--- src/hdl/decPkg.sv ---
package decPkg;

    // --------------------
    // Widths
    // --------------------

    localparam int opcodeWidth = 7;                   // Instruction opcode field
    localparam int aluOpWidth  = 6;                   // ALU operation select

    // --------------------
    // Opcodes
    // --------------------

    // Codes missing from this list decode as NOP
    typedef enum logic [opcodeWidth-1:0] {
        // Memory access
        LOD    = 7'd0,                                // Load acc from data memory
        P_LOD  = 7'd1,                                // Push, then load
        LDI    = 7'd2,                                // Indirect load
        ILI    = 7'd3,                                // Indirect load, bit-reversed address
        SET    = 7'd4,                                // Store acc to data memory
        SET_P  = 7'd5,                                // Store, then pop
        STI    = 7'd6,                                // Indirect store
        ISI    = 7'd7,                                // Indirect store, bit-reversed address
        // Data stack
        PSH    = 7'd8,
        POP    = 7'd9,
        // I/O ports
        INN    = 7'd10,                               // Read input port
        P_INN  = 7'd11,                               // Push, then read input
        OUT    = 7'd12,                               // Write output port
        // Flow control, handled by the prefetch stage
        JMP    = 7'd13,
        JIZ    = 7'd14,
        CAL    = 7'd15,
        RET    = 7'd16,
        // Integer arithmetic
        ADD    = 7'd17,
        S_ADD  = 7'd18,
        MLT    = 7'd21,
        S_MLT  = 7'd22,
        DIV    = 7'd25,
        S_DIV  = 7'd26,
        MOD    = 7'd29,
        S_MOD  = 7'd30,
        NEG    = 7'd35,                               // Two's complement of acc
        ABS    = 7'd41,                               // Absolute value of acc
        // Bitwise
        AND    = 7'd62,
        S_AND  = 7'd63,
        ORR    = 7'd64,
        S_ORR  = 7'd65,
        XOR    = 7'd66,
        S_XOR  = 7'd67,
        INV    = 7'd68,                               // Invert acc bits
        // Compare
        LES    = 7'd78,
        S_LES  = 7'd79,
        GRE    = 7'd82,
        S_GRE  = 7'd83,
        EQU    = 7'd86,
        S_EQU  = 7'd87,
        // Shifts
        SHL    = 7'd88,
        S_SHL  = 7'd89,
        SHR    = 7'd90,
        S_SHR  = 7'd91,
        SRS    = 7'd92,                               // Arithmetic shift right
        S_SRS  = 7'd93,
        // Idle
        NOP    = 7'd94                                // Holds the ALU code
    } opcodeT;

    // --------------------
    // ALU operations
    // --------------------

    // S_ forms share the code of the memory form, only the operand source differs
    typedef enum logic [aluOpWidth-1:0] {
        aluPass    = 6'd0,                            // Acc unchanged
        aluLoad    = 6'd1,                            // Acc takes the operand
        aluAdd     = 6'd2,
        aluMul     = 6'd4,
        aluDiv     = 6'd6,
        aluMod     = 6'd8,
        aluNeg     = 6'd11,
        aluAbs     = 6'd15,
        aluAnd     = 6'd29,
        aluOr      = 6'd30,
        aluXor     = 6'd31,
        aluInv     = 6'd32,
        aluLess    = 6'd38,
        aluGreater = 6'd40,
        aluEqual   = 6'd42,
        aluShl     = 6'd43,
        aluShr     = 6'd44,
        aluSra     = 6'd45
    } aluOpT;

endpackage

--- src/hdl/aluOpReg.sv ---
module aluOpReg (
    input  logic           clk,
    input  logic           arstN,                     // Async reset, active low
    input  decPkg::opcodeT opcode,                    // Current instruction
    output decPkg::aluOpT  aluOp                      // ALU select, one cycle late
);

    decPkg::aluOpT aluOpNext;                         // Mapped code for this opcode

    // --------------------
    // Opcode to ALU code
    // --------------------

    always_comb begin
        case (opcode)
            // Acc takes a new value from memory or stack
            decPkg::LOD,
            decPkg::P_LOD,
            decPkg::LDI,
            decPkg::ILI,
            decPkg::SET_P,                            // Stack top into acc
            decPkg::POP:   aluOpNext = decPkg::aluLoad;
            // Acc untouched
            decPkg::SET,
            decPkg::STI,
            decPkg::ISI,
            decPkg::PSH,
            decPkg::INN,                              // Input path bypasses the ALU
            decPkg::P_INN,
            decPkg::OUT,
            decPkg::JMP,
            decPkg::JIZ,
            decPkg::CAL,
            decPkg::RET:   aluOpNext = decPkg::aluPass;
            // Arithmetic
            decPkg::ADD,
            decPkg::S_ADD: aluOpNext = decPkg::aluAdd;
            decPkg::MLT,
            decPkg::S_MLT: aluOpNext = decPkg::aluMul;
            decPkg::DIV,
            decPkg::S_DIV: aluOpNext = decPkg::aluDiv;
            decPkg::MOD,
            decPkg::S_MOD: aluOpNext = decPkg::aluMod;
            decPkg::NEG:   aluOpNext = decPkg::aluNeg;
            decPkg::ABS:   aluOpNext = decPkg::aluAbs;
            // Bitwise
            decPkg::AND,
            decPkg::S_AND: aluOpNext = decPkg::aluAnd;
            decPkg::ORR,
            decPkg::S_ORR: aluOpNext = decPkg::aluOr;
            decPkg::XOR,
            decPkg::S_XOR: aluOpNext = decPkg::aluXor;
            decPkg::INV:   aluOpNext = decPkg::aluInv;
            // Compare
            decPkg::LES,
            decPkg::S_LES: aluOpNext = decPkg::aluLess;
            decPkg::GRE,
            decPkg::S_GRE: aluOpNext = decPkg::aluGreater;
            decPkg::EQU,
            decPkg::S_EQU: aluOpNext = decPkg::aluEqual;
            // Shifts
            decPkg::SHL,
            decPkg::S_SHL: aluOpNext = decPkg::aluShl;
            decPkg::SHR,
            decPkg::S_SHR: aluOpNext = decPkg::aluShr;
            decPkg::SRS,
            decPkg::S_SRS: aluOpNext = decPkg::aluSra;
            // Unknown codes leave the acc alone
            default:       aluOpNext = decPkg::aluPass;
        endcase
    end

    // --------------------
    // ALU code register
    // --------------------

    // NOP keeps the previous code so a multi-cycle op keeps its select
    always_ff @(posedge clk or negedge arstN) begin
        if (!arstN) begin
            aluOp <= decPkg::aluPass;                 // Idle ALU out of reset
        end else if (opcode != decPkg::NOP) begin
            aluOp <= aluOpNext;
        end
    end

endmodule

--- src/hdl/decoderTop.sv ---
module decoderTop #(
    parameter bit enableStack = 1'b1,                 // Build with data stack strobes
    parameter bit enableIo    = 1'b1                  // Build with I/O port strobes
) (
    input  logic           clk,
    input  logic           arstN,                     // Async reset, active low
    input  decPkg::opcodeT opcode,                    // Instruction from fetch
    output decPkg::aluOpT  aluOp,                     // Registered ALU select
    output logic           push,                      // Strobes below are same cycle
    output logic           pop,
    output logic           memWr,
    output logic           indLoad,
    output logic           indStore,
    output logic           bitRev,
    output logic           reqIn,
    output logic           outEn
);

    // --------------------
    // Control strobes
    // --------------------

    instrDecode #(
        .enableStack (enableStack),
        .enableIo    (enableIo)
    ) u_instrDecode (
        .opcode   (opcode),
        .push     (push),
        .pop      (pop),
        .memWr    (memWr),
        .indLoad  (indLoad),
        .indStore (indStore),
        .bitRev   (bitRev),
        .reqIn    (reqIn),
        .outEn    (outEn)
    );

    // --------------------
    // ALU select
    // --------------------

    // Registered so the ALU sees the code with its operand one cycle later
    aluOpReg u_aluOpReg (
        .clk    (clk),
        .arstN  (arstN),
        .opcode (opcode),
        .aluOp  (aluOp)
    );

endmodule

--- src/hdl/instrDecode.sv ---
module instrDecode #(
    parameter bit enableStack = 1'b1,                 // Data stack strobes present
    parameter bit enableIo    = 1'b1                  // I/O port strobes present
) (
    input  decPkg::opcodeT opcode,                    // Current instruction
    output logic           push,                      // Data stack push
    output logic           pop,                       // Data stack pop
    output logic           memWr,                     // Data memory write
    output logic           indLoad,                   // Indirect load address
    output logic           indStore,                  // Indirect store address
    output logic           bitRev,                    // Bit-reversed indirect address
    output logic           reqIn,                     // Input port request
    output logic           outEn                      // Output port enable
);

    logic pushRaw;                                    // Stack and I/O before group gating
    logic popRaw;
    logic reqInRaw;
    logic outEnRaw;

    // --------------------
    // Opcode decode
    // --------------------

    always_comb begin
        pushRaw  = 1'b0;                              // Everything idle by default
        popRaw   = 1'b0;
        memWr    = 1'b0;
        indLoad  = 1'b0;
        indStore = 1'b0;
        bitRev   = 1'b0;
        reqInRaw = 1'b0;
        outEnRaw = 1'b0;
        case (opcode)
            // Memory group
            decPkg::P_LOD: pushRaw = 1'b1;            // Old acc saved on the stack
            decPkg::LDI:   indLoad = 1'b1;
            decPkg::ILI: begin
                indLoad = 1'b1;
                bitRev  = 1'b1;                       // FFT style addressing
            end
            decPkg::SET:   memWr = 1'b1;
            decPkg::SET_P: begin
                memWr  = 1'b1;
                popRaw = 1'b1;                        // Acc refilled from stack top
            end
            decPkg::STI: begin
                memWr    = 1'b1;
                indStore = 1'b1;
                popRaw   = 1'b1;                      // Address came from the stack
            end
            decPkg::ISI: begin
                memWr    = 1'b1;
                indStore = 1'b1;
                bitRev   = 1'b1;
                popRaw   = 1'b1;
            end
            // Stack group
            decPkg::PSH:   pushRaw = 1'b1;
            decPkg::POP:   popRaw  = 1'b1;
            // I/O group
            decPkg::INN:   reqInRaw = 1'b1;
            decPkg::P_INN: begin
                reqInRaw = 1'b1;
                pushRaw  = 1'b1;
            end
            decPkg::OUT:   outEnRaw = 1'b1;
            // Two-operand ops taking the second operand from the stack
            decPkg::S_ADD,
            decPkg::S_MLT,
            decPkg::S_DIV,
            decPkg::S_MOD,
            decPkg::S_AND,
            decPkg::S_ORR,
            decPkg::S_XOR,
            decPkg::S_LES,
            decPkg::S_GRE,
            decPkg::S_EQU,
            decPkg::S_SHL,
            decPkg::S_SHR,
            decPkg::S_SRS: popRaw = 1'b1;
            // Jumps, memory-form ALU ops, NOP and unknown codes
            default: ;
        endcase
    end

    // --------------------
    // Group enables
    // --------------------

    generate
        if (enableStack) begin : genStack
            assign push = pushRaw;
            assign pop  = popRaw;
        end else begin : genNoStack
            assign push = 1'b0;                       // No stack in this build
            assign pop  = 1'b0;
        end
    endgenerate

    generate
        if (enableIo) begin : genIo
            assign reqIn = reqInRaw;
            assign outEn = outEnRaw;
        end else begin : genNoIo
            assign reqIn = 1'b0;                      // No ports in this build
            assign outEn = 1'b0;
        end
    endgenerate

endmodule

--- config.mk ---
export PLATFORM = sky130hd
export DESIGN_NAME = decoderTop
export DESIGN_NICKNAME = d
export VERILOG_FILES = /design/src/hdl/decPkg.sv /design/src/hdl/aluOpReg.sv /design/src/hdl/decoderTop.sv /design/src/hdl/instrDecode.sv
export SDC_FILE = /design/constraint.sdc
export NUM_CORES = 1
export LEC_CHECK = 0
export BUFFER_PORTS_ARGS = -buffer_cell sky130_fd_sc_hd__buf_2
export CAP_MARGIN = 20
export CORE_ASPECT_RATIO = 1.1
export CORE_MARGIN = 2
export CORE_UTILIZATION = 30
export CTS_CLUSTER_SIZE = 40
export DETAILED_ROUTE_END_ITERATION = 10
export SETUP_SLACK_MARGIN = 0.4
export SYNTH_ARGS = -nofsm -noshare
export SYNTH_HDL_FRONTEND = slang
export SYNTH_SLANG_ARGS = --single-unit
--- constraint.sdc ---
create_clock -name clk -period 2.95 [get_ports clk]
set_input_delay 0.1475 -clock clk [delete_from_list [all_inputs] [get_ports clk]]
set_output_delay 0.1475 -clock clk [all_outputs]
set_load 0.005 [all_outputs]
== Yosys cells after proc, flatten, opt, wreduce, memory -nomap -nowiden ==
Memory sizes are Yosys's and may differ from the RTL's. A register that Yosys moved wholly into a read port is not among the register bits.
Index checks and enable logic that the tools add are counted.
Word-level totals
  register bits after elaboration: 0
  ROM bits: 768
  input port bits: 9
  output and inout port bits: 14
  logic and storage cells: 43
  memories kept: 1
Memories
  (no name shown): words 128, bits a word 6, rd ports 1, clocked after Yosys merged registers in 1, write ports 0, RTL line aluOpReg.sv:15  | case (opcode)
Cells by class
  equality and inequality tests: 26
  multiplexer cells: 8
  reductions and logical operators: 8
Operators by type and width (number)
  == test 7 bit (second input constant): 8
  == test 7 x 4 -> 1 bit (second input constant): 5
  == test 7 x 3 -> 1 bit (second input constant): 4
  == test 7 x 5 -> 1 bit (second input constant): 4
  OR reduction 17 bit: 1
  == test 7 x 2 -> 1 bit (second input constant): 2
  2-to-1 mux 1 bit: 8
  OR reduction 2 bit: 4
  == test 7 x 1 -> 1 bit (second input constant): 1
  == test 7 x 6 -> 1 bit (second input constant): 1
  != test 7 bit (second input constant): 1
  OR reduction 4 bit: 1
  OR reduction 3 bit: 1
  zero test 1 bit: 1

== Longest topological paths before layout ==
  word-level depth: 3
  gate-level depth with buffers: 7
  gate-level depth less buffers: 6

== Hierarchy ==
Synthesis repeated with hierarchy kept, for this count alone.
Unflattened totals
  cells, all modules: 114
  area total of the unflattened synthesis: 912.1 um^2
By module, submodules not included
  aluOpReg: instances 1, cells each 71, area each 655.6 um^2, sequential area each 150.1 um^2
  instrDecode: instances 1, cells each 43, area each 256.5 um^2, sequential area each 0.0 um^2

== Worst setup path before layout ==
OpenSTA, ideal clock, no wires.
  path kind: input to output
  from: input opcode[1]
  to: output pop
  arrival time: 1292 ps
  data required time: 2803 ps
  setup slack: 1511 ps
  stages on the path: 6
  buffers on the path: 0
  path through: inv_1 -> ha_1 -> nor3b_2 -> a31oi_1 -> or4b_1 -> o211ai_2
Between the ends
  cells in the longest elaborated chain, start to end: 3
  elaborated cells between the ends (all ways): 19
  those cells by class: eq/ne: 17; mux: 1; reduce/logical: 1
RTL lines
  from (decl): RTL line decoderTop.sv:7  | input decPkg::opcodeT opcode,
  == test 7 x 3 -> 1 bit, or another cell as far along: RTL line instrDecode.sv:34  | case (opcode)
  OR reduction 17 bit (no line) *
  2-to-1 mux 1 bit *: RTL line instrDecode.sv:34
  to (decl): RTL line decoderTop.sv:10  | output logic pop,
Every way passes the cells marked *; elsewhere a longest branch is shown, timed or not.

== Final worst setup path ==
Same ends and word-level chain as after synthesis.

==> metrics <==
H-tree Lvls 1; Async S/R FF share, synth 1.00; Reg area 150 sq um; grt ovf 0; R2R cell count 3; Initial Utilization 0.319; biggest regs u_aluOpReg.aluOp x6; fin crit share 0.634; fmax 0.534 GHz; placed cell count 160; CTS Buffer Depth 2; Post-synth EDFFs 0; footprint of the multi-input gates 661 sq um; critical-path maximum fanout 8; Area Growth Syn to Fin 12.3%; syn_nets 134; initial DRC count 15; drt first pass iters 6; headroom to the max-slew limit 0.650; r2r startpoint u_aluOpReg.aluOp[2]; vias in the first global route 837; max FFs per register 6; Least-Margin Pin Slew 0.512 ns; worst hold slack 0.250 ns; total negative slack 0 ns; met2 Track Usage GR 0.235; Hold Path Class in -> async; Avg WL per Cell 13.6 um; largest area contributor in the netlist dfrtp_1; final setup fails 0; Yosys warnings 0; fin crit period ~1.9 ns; Synth top area share 0.166; num rows 20; CP required 2.80 ns; GP Congestion 0.819; DRC Markers 0; GRT Util Overall 0.143; Routed Antenna Nets 0; core area 2830 sq um; top-count cell post-synth nor2_1; GR Layer Usage met3 0.0378; Synth Flop Type dfrtp_1; setup slack, reg-to-reg 1.96 ns; status completed; CP arrival 1.72 ns; die area 3460 sq um; nets@finish 152; syn avg cell area 7.84 sq um; port buffer count 22; clock latency on the worst-skew pair ~0.25 ns; met1 Resource Use GR 0.178; Yosys cell types 43; largest cells by area after synthesis dfrtp_1, ha_1, nor2_1; Ports 23; first-pass GRT wire length 3950 um; RR Endpoint u_aluOpReg.aluOp[2]; leak pwr about 0.47 nW; Post-synth top cells nor2_1, ha_1, nand2_1, a21oi_1, dfrtp_1; Top reg by flops u_aluOpReg.aluOp; initial antenna violation count 0; sequential share of the synthesized area 0.166; root buffer cell clkbuf_4; GRT busiest layer met2; clock-pin slew on the worst setup and hold paths about 0.04 ns; die height 61.5 um; max-slew violation count 0; final WL 2220 um; Final Hold Viols 0; die width 56.3 um; Setup crit end kind primary output; vias per cell 5.73; Crit Path Category in -> out; Non-Filler Instances 164; estimated wirelength of the detail-placed design about 1700 um; CTS tree done; Pwr Density 264 nW/um^2; Fill cells 299; Num CTS Buffers 3; kind of launch point of the worst setup path input port; largest net degree at the start of global routing 29; Seq cells post-synth 6; CTS Sinks 6; final instance area between 1000 and 1500 sq um; via count between 900 and 1,000; Synth Cell Area around 900 sq um; ANT cells 0; RSZ-0062 raised after global routing false; Worst VDD drop 130 uV; Post-Syn Instances 115; Max Cap Viol 0; share of layout cells above drive strength 1 0.229; Clock Skews 0 ns; Tot Pwr around 0.27 mW; DP Area between 900 and 1000 sq um
==> logic make-up after synthesis <==
group                    Yosys count  synth area share
AO/OA/AOI/OAI                     35             0.284
XOR/XNOR                           1           0.00971
adder cells (fa/ha/maj)           10             0.139
buffers and inverters             15             0.101
flip-flops                         6             0.166
multiplexers                       1            0.0166
AND/OR/NAND/NOR                   47             0.283
==> cells in the final DEF (no fill, tap or decap), types with 2 or more instances in the layout <==
master,n
dfrtp_1,6
nand2_1,9
nor3_1,3
a41oi_1,2
a31oi_1,5
and2_1,2
ha_1,10
nor4_1,2
buf_2,22
nor2_1,12
inv_1,4
nor2b_1,3
o32ai_1,3
clkbuf_4,3
a21oi_1,8
o21ai_0,2
nand3_1,5
nand2b_1,3
a211o_1,3
==> metrics by stage <==
stage	util	setup WS, ns
floorplan	-	1.51
global placement	0.347	1.13
detailed placement	0.347	1.09
CTS	0.358	1.09
global route	0.358	0.943
finish	0.358	1.08
==> report_power, final <==
group | switching [mW] | internal [mW]
clock network | 0.0297 | 0.0460
logic | 0.0605 | 0.0408
registers | 0.00263 | 0.0878
total | 0.0928 | 0.175
==> worst max-delay path by stage <==
stage / slack, ns / endpoint / startpoint
6_report: 1.08 / pop / opcode[1]
4_1_cts: 1.09 / pop / opcode[1]
2_1_floorplan: 1.51 / pop / opcode[1]
3_5_place_dp: 1.09 / pop / opcode[1]
5_1_grt: 0.94 / pop / opcode[1]
3_3_place_gp: 1.13 / pop / opcode[1]
==> what timing repair did <==
action | in CTS | in global routing
gates resized for setup | 0 | 0
setup buffers | 0 | 0
hold buffers | 1 | 0
hold endpoints to repair | 6 | 0
==> worst max-delay path: stages <==
cell and delay, ns:
buf_2 0.15, inv_1 0.16, ha_1 0.32, nor3b_2 0.20, a31oi_1 0.05, or4b_1 0.49
o211ai_2 0.07, buf_2 0.13
==> layout make-up <==
| cell class | count | share of cell area |
|---|---|---|
| clock buffer | 3 | 0.0222 |
| sequential | 6 | 0.148 |
| multi-input combinational | 94 | 0.652 |
| timing repair buffer | 23 | 0.119 |
| inverter | 5 | 0.0185 |
| tap | 33 | 0.0407 |
==> routing by layer <==
| metal | up-vias | wire [um] |
|---|---|---|
| met1 | 428 | 988 |
| met2 | 44 | 1050 |
| li1 | 465 | - |
| met3 | 3 | 160 |
| met5 | - | 0 |
| met4 | 0 | 27 |
(Power assumes the default switching activity.)
